===== src/tickTimerCfgPkg.sv =====
`default_nettype none
//----------------------------------------------------------------------
// tickTimerCfgPkg
// timing-side definitions of the tick timer: counter width and the
// values that the divider, PWM and interval registers take at reset
//----------------------------------------------------------------------
package tickTimerCfgPkg;

	//------------------------------------------------------------------
	// counter geometry
	//------------------------------------------------------------------

	// every counter and compare value is one plain word
	localparam int cntWidth = 16;

	//------------------------------------------------------------------
	// reset values
	//------------------------------------------------------------------

	// divide by one, so a tick on every cycle once enabled
	localparam logic [cntWidth-1:0] prescaleReset = '0;

	// one tick per PWM period
	localparam logic [cntWidth-1:0] pwmPeriodReset = '0;

	// output stays low until a duty is written
	localparam logic [cntWidth-1:0] pwmDutyReset = '0;

	// expiry on every tick once enabled
	localparam logic [cntWidth-1:0] timerLoadReset = '0;

endpackage

`default_nettype wire


===== src/tickTimerRegPkg.sv =====
`default_nettype none
//----------------------------------------------------------------------
// tickTimerRegPkg
// register map of the tick timer: word and address widths, register
// addresses and the bit positions inside control and status
//----------------------------------------------------------------------
package tickTimerRegPkg;

	// register port widths
	localparam int regAddrWidth = 4;
	localparam int regDataWidth = 16;

	//------------------------------------------------------------------
	// register addresses
	//------------------------------------------------------------------
	localparam logic [regAddrWidth-1:0] addrCtrl      = 4'd0;
	localparam logic [regAddrWidth-1:0] addrPrescale  = 4'd1;
	localparam logic [regAddrWidth-1:0] addrPwmPeriod = 4'd2;
	localparam logic [regAddrWidth-1:0] addrPwmDuty   = 4'd3;
	localparam logic [regAddrWidth-1:0] addrTimerLoad = 4'd4;
	// sticky interrupt, write 1 to clear
	localparam logic [regAddrWidth-1:0] addrStatus    = 4'd5;

	//------------------------------------------------------------------
	// control register bits
	//------------------------------------------------------------------
	// prescaler run
	localparam int ctrlTickEnBit      = 0;
	// PWM output run
	localparam int ctrlPwmEnBit       = 1;
	// interval timer run, cleared by hardware in one-shot mode
	localparam int ctrlTimerEnBit     = 2;
	// 1 keeps the timer running after expiry
	localparam int ctrlAutoReloadBit  = 3;

	//------------------------------------------------------------------
	// status register bits
	//------------------------------------------------------------------
	localparam int statusIrqBit = 0;

endpackage

`default_nettype wire


===== src/ckeDivider.sv =====
`default_nettype none
//----------------------------------------------------------------------
// ckeDivider
// programmable clock enable generator; emits a one-cycle tick every
// divider+1 system clocks while tickEn is high
//----------------------------------------------------------------------
module ckeDivider
	import tickTimerCfgPkg::*;
(
	input  wire logic                iSysClk,
	input  wire logic                rstN,
	// run enable from the control register
	input  wire logic                tickEn,
	// terminal count, 0 gives a tick every cycle
	input  wire logic [cntWidth-1:0] divider,
	output logic                     tick
);

	// cycle counter inside one tick period
	logic [cntWidth-1:0] divCnt;
	// terminal count reached
	logic                divHit;

	// >= so that a divider lowered mid-count wraps at once
	// instead of running all the way round the word
	assign divHit = (divCnt >= divider);

	//------------------------------------------------------------------
	// counter and registered tick
	//------------------------------------------------------------------
	always_ff @(posedge iSysClk)
	begin
		if (!rstN)
		begin
			divCnt <= '0;
			tick   <= 1'b0;
		end
		else if (!tickEn)
		begin
			// parked at 0 so the first tick is divider+1 cycles out
			divCnt <= '0;
			tick   <= 1'b0;
		end
		else if (divHit)
		begin
			// restart the period and fire
			divCnt <= '0;
			tick   <= 1'b1;
		end
		else
		begin
			divCnt <= divCnt + 1'b1;
			tick   <= 1'b0;
		end
	end

	//------------------------------------------------------------------
	// checks
	//------------------------------------------------------------------

	// with a steady nonzero divider two ticks never come back to back
	assert property (@(posedge iSysClk) disable iff (!rstN)
		(tick && (divider != '0) && $stable(divider)) |=> !tick)
		else $error("ckeDivider: ticks closer than divider+1 cycles");

endmodule

`default_nettype wire


===== src/pwmGen.sv =====
`default_nettype none
//----------------------------------------------------------------------
// pwmGen
// tick-driven PWM; period of pwmPeriod+1 ticks, high while the count
// is below pwmDuty, registered output
//----------------------------------------------------------------------
module pwmGen
	import tickTimerCfgPkg::*;
(
	input  wire logic                iSysClk,
	input  wire logic                rstN,
	input  wire logic                tick,
	input  wire logic                pwmEn,
	input  wire logic [cntWidth-1:0] pwmPeriod,
	input  wire logic [cntWidth-1:0] pwmDuty,
	output logic                     pwmOut
);

	// position inside the PWM period, in ticks
	logic [cntWidth-1:0] pwmCnt;
	// last count of the period
	logic                pwmWrap;

	// >= keeps the counter bounded when the period shrinks
	assign pwmWrap = (pwmCnt >= pwmPeriod);

	always_ff @(posedge iSysClk)
	begin
		if (!rstN)
		begin
			pwmCnt <= '0;
			pwmOut <= 1'b0;
		end
		else if (!pwmEn)
		begin
			// forced low, restart from the top of a period
			pwmCnt <= '0;
			pwmOut <= 1'b0;
		end
		else if (tick)
		begin
			// compare before advancing, duty above period stays high
			pwmOut <= (pwmCnt < pwmDuty);
			if (pwmWrap)
				pwmCnt <= '0;
			else
				pwmCnt <= pwmCnt + 1'b1;
		end
	end

	// duty of 0 seen at a tick keeps the output low until duty changes
	assert property (@(posedge iSysClk) disable iff (!rstN)
		(tick && (pwmDuty == '0)) |=> (!pwmOut until (pwmDuty != '0)))
		else $error("pwmGen: pwmOut high with zero duty");

endmodule

`default_nettype wire


===== src/intervalTimer.sv =====
`default_nettype none
//----------------------------------------------------------------------
// intervalTimer
// tick-driven down-counter with reload; one-cycle expire pulse every
// timerLoad+1 ticks while enabled
//----------------------------------------------------------------------
module intervalTimer
	import tickTimerCfgPkg::*;
(
	input  wire logic                iSysClk,
	input  wire logic                rstN,
	input  wire logic                tick,
	input  wire logic                timerEn,
	input  wire logic [cntWidth-1:0] timerLoad,
	// same cycle as the tick that finds the count at 0
	output logic                     expire
);

	// ticks left before expiry
	logic [cntWidth-1:0] timerCnt;
	logic                timerZero;

	assign timerZero = (timerCnt == '0);

	// combinational so expiry lines up with its tick
	assign expire = timerEn && tick && timerZero;

	always_ff @(posedge iSysClk)
	begin
		if (!rstN)
			timerCnt <= timerLoadReset;
		else if (!timerEn)
			// follow the load register while stopped
			timerCnt <= timerLoad;
		else if (tick)
		begin
			// reload on expiry, otherwise count down
			if (timerZero)
				timerCnt <= timerLoad;
			else
				timerCnt <= timerCnt - 1'b1;
		end
	end

	//------------------------------------------------------------------
	// checks
	//------------------------------------------------------------------

	// every expiry starts a fresh interval from the load value
	assert property (@(posedge iSysClk) disable iff (!rstN)
		expire |=> (timerCnt == $past(timerLoad)))
		else $error("intervalTimer: no reload after expire");

endmodule

`default_nettype wire


===== src/tickTimerCtrl.sv =====
`default_nettype none
//----------------------------------------------------------------------
// tickTimerCtrl
// register bank of the tick timer; write decode, read-back mux,
// sticky interrupt and the one-shot timer disable
//----------------------------------------------------------------------
module tickTimerCtrl
	import tickTimerRegPkg::*, tickTimerCfgPkg::*;
(
	input  wire logic                    iSysClk,
	input  wire logic                    rstN,
	// register port
	input  wire logic                    regWr,
	input  wire logic [regAddrWidth-1:0] regAddr,
	input  wire logic [regDataWidth-1:0] regWrData,
	output logic      [regDataWidth-1:0] regRdData,
	// from the interval timer
	input  wire logic                    expire,
	// to the datapath
	output logic                         tickEn,
	output logic                         pwmEn,
	output logic                         timerEn,
	output logic                         autoReload,
	output logic      [cntWidth-1:0]     divider,
	output logic      [cntWidth-1:0]     pwmPeriod,
	output logic      [cntWidth-1:0]     pwmDuty,
	output logic      [cntWidth-1:0]     timerLoad,
	output logic                         irq
);

	logic [regDataWidth-1:0] ctrlReg;
	logic [regDataWidth-1:0] prescaleReg;
	logic [regDataWidth-1:0] pwmPeriodReg;
	logic [regDataWidth-1:0] pwmDutyReg;
	logic [regDataWidth-1:0] timerLoadReg;
	// sticky interrupt
	logic                    irqReg;
	// write of 1 to the status irq bit
	logic                    irqClr;
	logic [regDataWidth-1:0] statusWord;

	assign irqClr = regWr && (regAddr == addrStatus) && regWrData[statusIrqBit];

	//------------------------------------------------------------------
	// register writes
	//------------------------------------------------------------------
	always_ff @(posedge iSysClk)
	begin
		if (!rstN)
		begin
			ctrlReg      <= '0;
			prescaleReg  <= prescaleReset;
			pwmPeriodReg <= pwmPeriodReset;
			pwmDutyReg   <= pwmDutyReset;
			timerLoadReg <= timerLoadReset;
			irqReg       <= 1'b0;
		end
		else
		begin
			if (regWr)
			begin
				case (regAddr)
					addrCtrl:      ctrlReg      <= regWrData;
					addrPrescale:  prescaleReg  <= regWrData;
					addrPwmPeriod: pwmPeriodReg <= regWrData;
					addrPwmDuty:   pwmDutyReg   <= regWrData;
					addrTimerLoad: timerLoadReg <= regWrData;
					// status handled below
					default: ;
				endcase
			end
			// one-shot, timer stops on the expiry edge
			if (expire && !autoReload)
				ctrlReg[ctrlTimerEnBit] <= 1'b0;
			// a new expiry wins over a clear in the same cycle
			if (expire)
				irqReg <= 1'b1;
			else if (irqClr)
				irqReg <= 1'b0;
		end
	end

	// control fields out
	assign tickEn     = ctrlReg[ctrlTickEnBit];
	assign pwmEn      = ctrlReg[ctrlPwmEnBit];
	assign timerEn    = ctrlReg[ctrlTimerEnBit];
	assign autoReload = ctrlReg[ctrlAutoReloadBit];
	assign divider    = prescaleReg;
	assign pwmPeriod  = pwmPeriodReg;
	assign pwmDuty    = pwmDutyReg;
	assign timerLoad  = timerLoadReg;
	assign irq        = irqReg;

	//------------------------------------------------------------------
	// read-back mux
	//------------------------------------------------------------------
	always_comb
	begin
		statusWord               = '0;
		statusWord[statusIrqBit] = irqReg;
		case (regAddr)
			addrCtrl:      regRdData = ctrlReg;
			addrPrescale:  regRdData = prescaleReg;
			addrPwmPeriod: regRdData = pwmPeriodReg;
			addrPwmDuty:   regRdData = pwmDutyReg;
			addrTimerLoad: regRdData = timerLoadReg;
			addrStatus:    regRdData = statusWord;
			default:       regRdData = '0;
		endcase
	end

	// one-shot expiry stops the timer even against a control write
	assert property (@(posedge iSysClk) disable iff (!rstN)
		(expire && !autoReload) |=> !timerEn)
		else $error("tickTimerCtrl: timer still enabled after one-shot expire");

endmodule

`default_nettype wire


===== src/tickTimerTop.sv =====
`default_nettype none
//----------------------------------------------------------------------
// tickTimerTop
// tick timer peripheral; register bank, shared prescaler, PWM output
// and interval timer with sticky interrupt
//----------------------------------------------------------------------
module tickTimerTop
	import tickTimerRegPkg::*, tickTimerCfgPkg::*;
(
	input  wire logic                    iSysClk,
	input  wire logic                    rstN,
	input  wire logic                    regWr,
	input  wire logic [regAddrWidth-1:0] regAddr,
	input  wire logic [regDataWidth-1:0] regWrData,
	output logic      [regDataWidth-1:0] regRdData,
	output logic                         pwmOut,
	output logic                         irq
);

	// control to datapath
	logic                tickEn;
	logic                pwmEn;
	logic                timerEn;
	logic [cntWidth-1:0] divider;
	logic [cntWidth-1:0] pwmPeriod;
	logic [cntWidth-1:0] pwmDuty;
	logic [cntWidth-1:0] timerLoad;
	// shared prescaler tick
	logic                tick;
	// timer back to control
	logic                expire;

	// one-shot handling stays inside the control block
	tickTimerCtrl uCtrl (
		.iSysClk    (iSysClk),
		.rstN       (rstN),
		.regWr      (regWr),
		.regAddr    (regAddr),
		.regWrData  (regWrData),
		.regRdData  (regRdData),
		.expire     (expire),
		.tickEn     (tickEn),
		.pwmEn      (pwmEn),
		.timerEn    (timerEn),
		.autoReload (),
		.divider    (divider),
		.pwmPeriod  (pwmPeriod),
		.pwmDuty    (pwmDuty),
		.timerLoad  (timerLoad),
		.irq        (irq)
	);

	ckeDivider uCkeDiv (
		.iSysClk (iSysClk),
		.rstN    (rstN),
		.tickEn  (tickEn),
		.divider (divider),
		.tick    (tick)
	);

	pwmGen uPwm (
		.iSysClk   (iSysClk),
		.rstN      (rstN),
		.tick      (tick),
		.pwmEn     (pwmEn),
		.pwmPeriod (pwmPeriod),
		.pwmDuty   (pwmDuty),
		.pwmOut    (pwmOut)
	);

	intervalTimer uTimer (
		.iSysClk   (iSysClk),
		.rstN      (rstN),
		.tick      (tick),
		.timerEn   (timerEn),
		.timerLoad (timerLoad),
		.expire    (expire)
	);

endmodule

`default_nettype wire


===== config.mk =====
export PLATFORM = sky130hd
export DESIGN_NAME = tickTimerTop
export DESIGN_NICKNAME = d
export VERILOG_FILES = /design/src/tickTimerCfgPkg.sv /design/src/tickTimerRegPkg.sv /design/src/ckeDivider.sv /design/src/pwmGen.sv /design/src/intervalTimer.sv /design/src/tickTimerCtrl.sv /design/src/tickTimerTop.sv
export SDC_FILE = /design/constraint.sdc
export NUM_CORES = 1
export LEC_CHECK = 0
export BUFFER_PORTS_ARGS = -buffer_cell sky130_fd_sc_hd__buf_4
export CAP_MARGIN = 15
export CELL_PAD_IN_SITES_DETAIL_PLACEMENT = 1
export CELL_PAD_IN_SITES_GLOBAL_PLACEMENT = 2
export CORE_MARGIN = 1.5
export CORE_UTILIZATION = 30
export CTS_CLUSTER_SIZE = 28
export DETAILED_ROUTE_END_ITERATION = 10
export GPL_TIMING_DRIVEN = 0
export PLACE_DENSITY = 0.7
export REMOVE_ABC_BUFFERS = 1
export SLEW_MARGIN = 30
export SYNTH_ARGS = -nofsm -noshare
export SYNTH_HDL_FRONTEND = slang
export SYNTH_HIERARCHICAL = 1
export SYNTH_SLANG_ARGS = --single-unit

===== constraint.sdc =====
create_clock -name iSysClk -period 3.4 [get_ports iSysClk]
set_input_delay 0.17 -clock iSysClk [delete_from_list [all_inputs] [get_ports iSysClk]]
set_output_delay 0.17 -clock iSysClk [all_outputs]
set_load 0.05 [all_outputs]

==> results.sh, run 1 <==
export IMPL_result_of_the_run="complete, no violations"
export IMPL_fillerInstances=2877
export IMPL_fp_coreArea_um2=24500
export IMPL_drive_gt1_frac=0.127
export IMPL_stdcell_area_um2=8630
export IMPL_vdd_ir_drop_worst_mv=0.272
export IMPL_cts_root_buffer="sky130_fd_sc_hd__clkbuf_16"
export IMPL_report_final_slew_viol_count=0
export IMPL_dp_hpwl_mm=15.6
export IMPL_worst_setup_path_start_kind="flip-flop"
export IMPL_timing_max_slew_rel_slack=0.436
export IMPL_gp_routability_congestion=0.745
export IMPL_clock_sinks=131
export IMPL_num_cts_buffers=17
export IMPL_layout_commonest_cell="sky130_fd_sc_hd__nand2_1"
export IMPL_multi_input_comb_area_um2=4390
export IMPL_area_sequential_um2=2620
export IMPL_initial_core_util=0.307
export IMPL_setup_slack_ps=890
export IMPL_global_route_overflow_total=0
export IMPL_layout_cells_most_common_list="sky130_fd_sc_hd__nand2_1 (140), sky130_fd_sc_hd__dfxtp_1 (130), sky130_fd_sc_hd__mux2i_1 (100)"
export IMPL_pin_count=41
export IMPL_critical_path_required_ps=3770
export IMPL_post_drt_wl_per_cell_um=18.0
export IMPL_syn_to_final_growth_pct=15.0
export IMPL_dpl_cell_area_um2=8000
export IMPL_ys_async_sr_fraction=0
export IMPL_worst_setup_hold_path_clk_slew_ps=60
export IMPL_main_synth_ff_type="sky130_fd_sc_hd__dfxtp_1"
export IMPL_layout_min_cycle_time_ps=2510
export IMPL_number_of_antenna_violations_at_the_first_check_in_global_routing=0
export IMPL_grt_start_max_net_pins=108
export IMPL_max_cap_violations=0
export IMPL_design_die_area_um2=26000
export IMPL_synth_area_per_cell_um2=8.94
export IMPL_chipWidth_um=161
export IMPL_rows=57
export IMPL_finalSetupViolations=0
export IMPL_clock_path_buffers=2
export IMPL_aggregate_routed_wire_length_mm=21.5
export IMPL_worst_slew_pin_transition_ps=846
export IMPL_power_density_nw_per_um2=439
export IMPL_clock_latency_ps=430
export IMPL_grt_setup_unrepaired="no"
export IMPL_finalHoldViolations=0
export IMPL_clock_tree_htree_level_count=4
export IMPL_timing_worst_setup_path_type="flip-flop to flip-flop"
export IMPL_grtUsageTotal=0.173
export IMPL_fin_worst_skew_ps=9.34
export IMPL_yosysUniqueCellTypes=69
export IMPL_clock_fmax_mhz=398
export IMPL_synth_seq_area_share=0.349
export IMPL_yosys_warnings=6
export IMPL_p_leak_nw=3.43
export IMPL_first_iter_violations=390
export IMPL_antenna_cells_inserted=0
export IMPL_endpoint_kind="flip-flop"
export IMPL_cts_resized=0
export IMPL_num_vias=6065
export IMPL_cts_tree="yes"
export IMPL_setup_total_neg_slack_ps=0
export IMPL_hold_path_class="primary input to flip-flop"
export IMPL_place_port_buffers=40
export IMPL_synth_edff_count=0
export IMPL_die_height_um=161
export IMPL_number_of_global_route_vias_before_repair=6322
export IMPL_synth_area_um2=7510
export IMPL_final_net_count=933
export IMPL_period_share=0.738
export IMPL_synth_cells=840
export IMPL_timing_critical_path_fanout_max=18
export IMPL_drc=0
export IMPL_cts_setup_buffers=0
export IMPL_ant_nets=0
export IMPL_vias_per_cell=5.07
export IMPL_ys_ff_latch=131
export IMPL_critPathArrivalTime_ps=2880
export IMPL_grt_first_pass_wirelength_mm=35.3
export IMPL_hold_buf_count_cts=0
export IMPL_post_place_ws_ps=922
export IMPL_dr_pass1_iters=7
[where the power goes]
group,internal (mW),leakage [nW],switching (mW)
Clock,1.24,0.311,0.762
Combinational,0.0718,2.06,0.152
Sequential,1.55,1.06,0.0147
[logic make-up after synthesis]
family                     Yosys count  share of synthesized area
adders and majority gates           51                     0.0850
DFF                                131                      0.349
and+or+nand+nor                    296                      0.210
muxes                              100                      0.133
AOI/OAI and AO/OA                  129                      0.122
buffers and inverters              105                     0.0680
xor gates and xnor gates            28                     0.0327
[synthesized netlist by cell type (5+ instances only)]
| library cell | number | share of area |
|---|---|---|
| sky130_fd_sc_hd__a21o_1 | 5 | 0.0050 |
| sky130_fd_sc_hd__a21oi_1 | 30 | 0.020 |
| sky130_fd_sc_hd__a22oi_1 | 16 | 0.016 |
| sky130_fd_sc_hd__a31oi_1 | 8 | 0.0067 |
| sky130_fd_sc_hd__and3_1 | 7 | 0.0058 |
| sky130_fd_sc_hd__buf_2 | 11 | 0.0073 |
| sky130_fd_sc_hd__buf_4 | 8 | 0.0080 |
| sky130_fd_sc_hd__buf_6 | 7 | 0.011 |
| sky130_fd_sc_hd__clkbuf_1 | 16 | 0.0080 |
| sky130_fd_sc_hd__dfxtp_1 | 131 | 0.35 |
| sky130_fd_sc_hd__ha_1 | 51 | 0.085 |
| sky130_fd_sc_hd__inv_1 | 61 | 0.031 |
| sky130_fd_sc_hd__mux2i_1 | 100 | 0.13 |
| sky130_fd_sc_hd__nand2_1 | 140 | 0.070 |
| sky130_fd_sc_hd__nand3_1 | 17 | 0.011 |
| sky130_fd_sc_hd__nand4_1 | 15 | 0.013 |
| sky130_fd_sc_hd__nor2_1 | 20 | 0.010 |
| sky130_fd_sc_hd__nor3_1 | 19 | 0.013 |
| sky130_fd_sc_hd__nor3_2 | 12 | 0.016 |
| sky130_fd_sc_hd__nor4_1 | 26 | 0.022 |
| sky130_fd_sc_hd__o21ai_0 | 26 | 0.017 |
| sky130_fd_sc_hd__o221ai_1 | 15 | 0.018 |
| sky130_fd_sc_hd__xnor2_1 | 18 | 0.021 |
| sky130_fd_sc_hd__xor2_1 | 10 | 0.012 |
[metrics by stage]
| step | cells | hold WS (ps) | power (mW) | util |
|---|---|---|---|---|
| floorplan | 796 | 288 | 1.71 | - |
| global placement | 1160 | 446 | 1.82 | 0.324 |
| detailed placement | 1164 | 456 | 1.82 | 0.327 |
| CTS | 1196 | 66.9 | 3.85 | 0.353 |
| global route | 1196 | 74.2 | 3.93 | 0.353 |
| finish | 1196 | 76.0 | 3.79 | 0.353 |
[area by class of cell]
class                   count  area share
clock inverters            14      0.0235
well taps                 324      0.0470
inverters                  61      0.0265
repair buffers             44      0.0404
flip-flops and latches    131       0.304
clock buffers              18      0.0497
multi-input cells         604       0.509
[critical path, stage by stage (launching register included)]
cell and delay, ps:
sky130_fd_sc_hd__dfxtp_1 780, sky130_fd_sc_hd__inv_1 330, sky130_fd_sc_hd__a41o_1 500, sky130_fd_sc_hd__or4_1 560
sky130_fd_sc_hd__a21oi_1 170, sky130_fd_sc_hd__o21a_1 120
[flip-flops by register name (all words and copies together), names as in the netlist]
name / flops
uCtrl/ctrlReg: 16
uCkeDiv/tick: 1
uCtrl/timerLoad: 16
uCtrl/irq: 1
uCtrl/pwmDuty: 16
uPwm/pwmOut: 1
uCkeDiv/divCnt: 16
uCtrl/divider: 16
uTimer/timerCnt: 16
uPwm/pwmCnt: 16
uCtrl/pwmPeriod: 16
[metal layers]
layer | vias up | wire length, um | track usage
li1 | 3040 | - | -
met1 | 2972 | 10500 | 0.225
met4 | 0 | 248 | 0.0459
met5 | - | 0 | 0
met2 | 38 | 10400 | 0.294
met3 | 15 | 419 | 0.0293
[path summary, 6_finish.rpt]
path / start / to / slack, ps / depth (start not counted)
worst max register to register: uCtrl/ctrlReg[2] / uTimer/timerCnt[10] / 890 / 5
worst min register to register: uCtrl/ctrlReg[12] / uCtrl/ctrlReg[12] / 470 / 2
worst min-delay path: regWrData[2] / uCtrl/ctrlReg[2] / 80 / 3
worst max-delay path: uCtrl/ctrlReg[2] / uTimer/timerCnt[10] / 890 / 5
Power figures use the tool's default switching activity.
==> run 2: changes to the inputs <==
Clock period 3.4 ns to 2.4 ns, I/O delays scaled along.
==> results.sh, run 2 (synthesized netlist as in run 1, its figures left out) <==
export IMPL_result_of_the_run="complete, no violations"
export IMPL_total_switching_power_mw=1.31
export IMPL_combinationalPowerShare=0.059
export IMPL_cts_root_buffer="sky130_fd_sc_hd__clkbuf_16"
export IMPL_rows=57
export IMPL_global_route_overflow_total=0
export IMPL_fp_coreArea_um2=24500
export IMPL_clock_fmax_mhz=444
export IMPL_antenna_cells_inserted=0
export IMPL_grtUsageTotal=0.173
export IMPL_num_cts_buffers=17
export IMPL_timing_worst_setup_path_type="flip-flop to flip-flop"
export IMPL_critical_path_required_ps=2770
export IMPL_worst_slew_pin_transition_ps=844
export IMPL_fin_worst_skew_ps=9.32
export IMPL_timing_max_slew_rel_slack=0.438
export IMPL_finalSetupViolations=0
export IMPL_number_of_antenna_violations_at_the_first_check_in_global_routing=0
export IMPL_vdd_ir_drop_worst_mv=0.385
export IMPL_grt_setup_unrepaired="no"
export IMPL_post_drt_wl_per_cell_um=18.0
export IMPL_worst_setup_path_start_kind="flip-flop"
export IMPL_hold_path_class="primary input to flip-flop"
export IMPL_dr_pass1_iters=4
export IMPL_initial_core_util=0.307
export IMPL_first_iter_violations=354
export IMPL_gp_routability_congestion=0.745
export IMPL_period_share=0.938
export IMPL_p_leak_nw=3.44
export IMPL_number_of_global_route_vias_before_repair=6322
export IMPL_ant_nets=0
export IMPL_drive_gt1_frac=0.131
export IMPL_layout_core_utilization=0.354
export IMPL_internal_power_mw=4.06
export IMPL_seq_power_share=0.413
export IMPL_pin_count=41
export IMPL_vias_per_cell=5.05
export IMPL_grt_first_pass_wirelength_mm=35.3
export IMPL_swShare=0.244
export IMPL_power_clock_fraction=0.528
export IMPL_layout_min_cycle_time_ps=2250
export IMPL_design_die_area_um2=26000
export IMPL_syn_to_final_growth_pct=15.3
export IMPL_critPathArrivalTime_ps=2620
export IMPL_clock_tree_htree_level_count=4
export IMPL_clock_latency_ps=430
export IMPL_total_chip_power_mw=5.37
export IMPL_num_vias=6044
export IMPL_aggregate_routed_wire_length_mm=21.6
export IMPL_worst_setup_hold_path_clk_slew_ps=60
export IMPL_endpoint_kind="flip-flop"
export IMPL_timing_critical_path_fanout_max=16
export IMPL_final_net_count=934
export IMPL_cts_tree="yes"
export IMPL_chipWidth_um=161
export IMPL_clock_path_buffers=2
export IMPL_layout_commonest_cell="sky130_fd_sc_hd__nand2_1"
export IMPL_die_height_um=161
export IMPL_finalHoldViolations=0
export IMPL_grt_start_max_net_pins=108
export IMPL_drc=0
export IMPL_post_place_ws_ps=-77.6
export IMPL_power_density_nw_per_um2=620
export IMPL_setup_slack_ps=149
export IMPL_report_final_slew_viol_count=0
export IMPL_max_cap_violations=0
export IMPL_layout_cells_most_common_list="sky130_fd_sc_hd__nand2_1 (140), sky130_fd_sc_hd__dfxtp_1 (129), sky130_fd_sc_hd__mux2i_1 (100)"
export IMPL_clock_sinks=131
export IMPL_place_port_buffers=40
export IMPL_dp_hpwl_mm=15.6
run 2: changes by cell type in the layout (fill, tap and decap cells not counted), sizes merged:
cell  previous run  this run
buf             44        45
run 2: through the flow:
step                area, um2  hold slack, ps  TNS, ps  instances
floorplan                7230             238        0        796
global placement         7930             446   -18290       1160
detailed placement       8000             456    -77.6       1164
CTS                      8630            9.46        0       1196
global route             8660            16.7        0       1197
finish                   8660            19.0        0       1197
run 2: path summary, 6_finish.rpt:
check | startpoint | endpoint | cells after the start | slack (ps)
setup / recovery | uTimer/timerCnt[0] | uTimer/timerCnt[10] | 7 | 150
hold / removal | regWrData[2] | uCtrl/ctrlReg[2] | 3 | 20
setup reg to reg | uTimer/timerCnt[0] | uTimer/timerCnt[10] | 7 | 150
hold reg to reg | uCtrl/ctrlReg[12] | uCtrl/ctrlReg[12] | 2 | 470
run 2: area by class of cell:
type	count	area (um2)
Clock inverter	14	203
Tap cell	324	405
Timing Repair Buffer	45	369
Multi-Input combinational cell	604	4400
Inverter	61	229
Clock buffer	18	429
Sequential cell	131	2630
Fill cell	2873	15800
run 2: what timing repair did:
item                       in CTS  in global routing
setup endpoints to repair       1                 26
resized for setup               1                  1
pin swaps                       0                  1
hold buffers                    0                  0
setup buffers                   0                  1
run 2: power groups by stage:
| stage | clock network [mW] | logic, mW | registers, mW |
|---|---|---|---|
| 2_1_floorplan | 0 | 0.169 | 2.26 |
| 3_3_place_gp | 0 | 0.314 | 2.26 |
| 3_5_place_dp | 0 | 0.319 | 2.26 |
| 4_1_cts | 2.91 | 0.321 | 2.22 |
| 5_1_grt | 3.01 | 0.347 | 2.22 |
| 6_report | 2.83 | 0.318 | 2.22 |
run 2: worst max-delay path, stage by stage (launching register included):
cell	delay, ps
sky130_fd_sc_hd__dfxtp_1	430
sky130_fd_sc_hd__inv_1	90
sky130_fd_sc_hd__ha_1	220
sky130_fd_sc_hd__nor4b_1	160
sky130_fd_sc_hd__a41o_1	450
sky130_fd_sc_hd__or4_1	560
sky130_fd_sc_hd__a21oi_1	170
sky130_fd_sc_hd__o21a_1	120
run 2: routing by layer:
layer | global-route usage | share of wire | vias up
met5 | 0 | 0 | -
met4 | 0.0459 | 0.011 | 0
met3 | 0.0293 | 0.018 | 14
met2 | 0.294 | 0.48 | 35
met1 | 0.225 | 0.49 | 2956
li1 | - | - | 3039
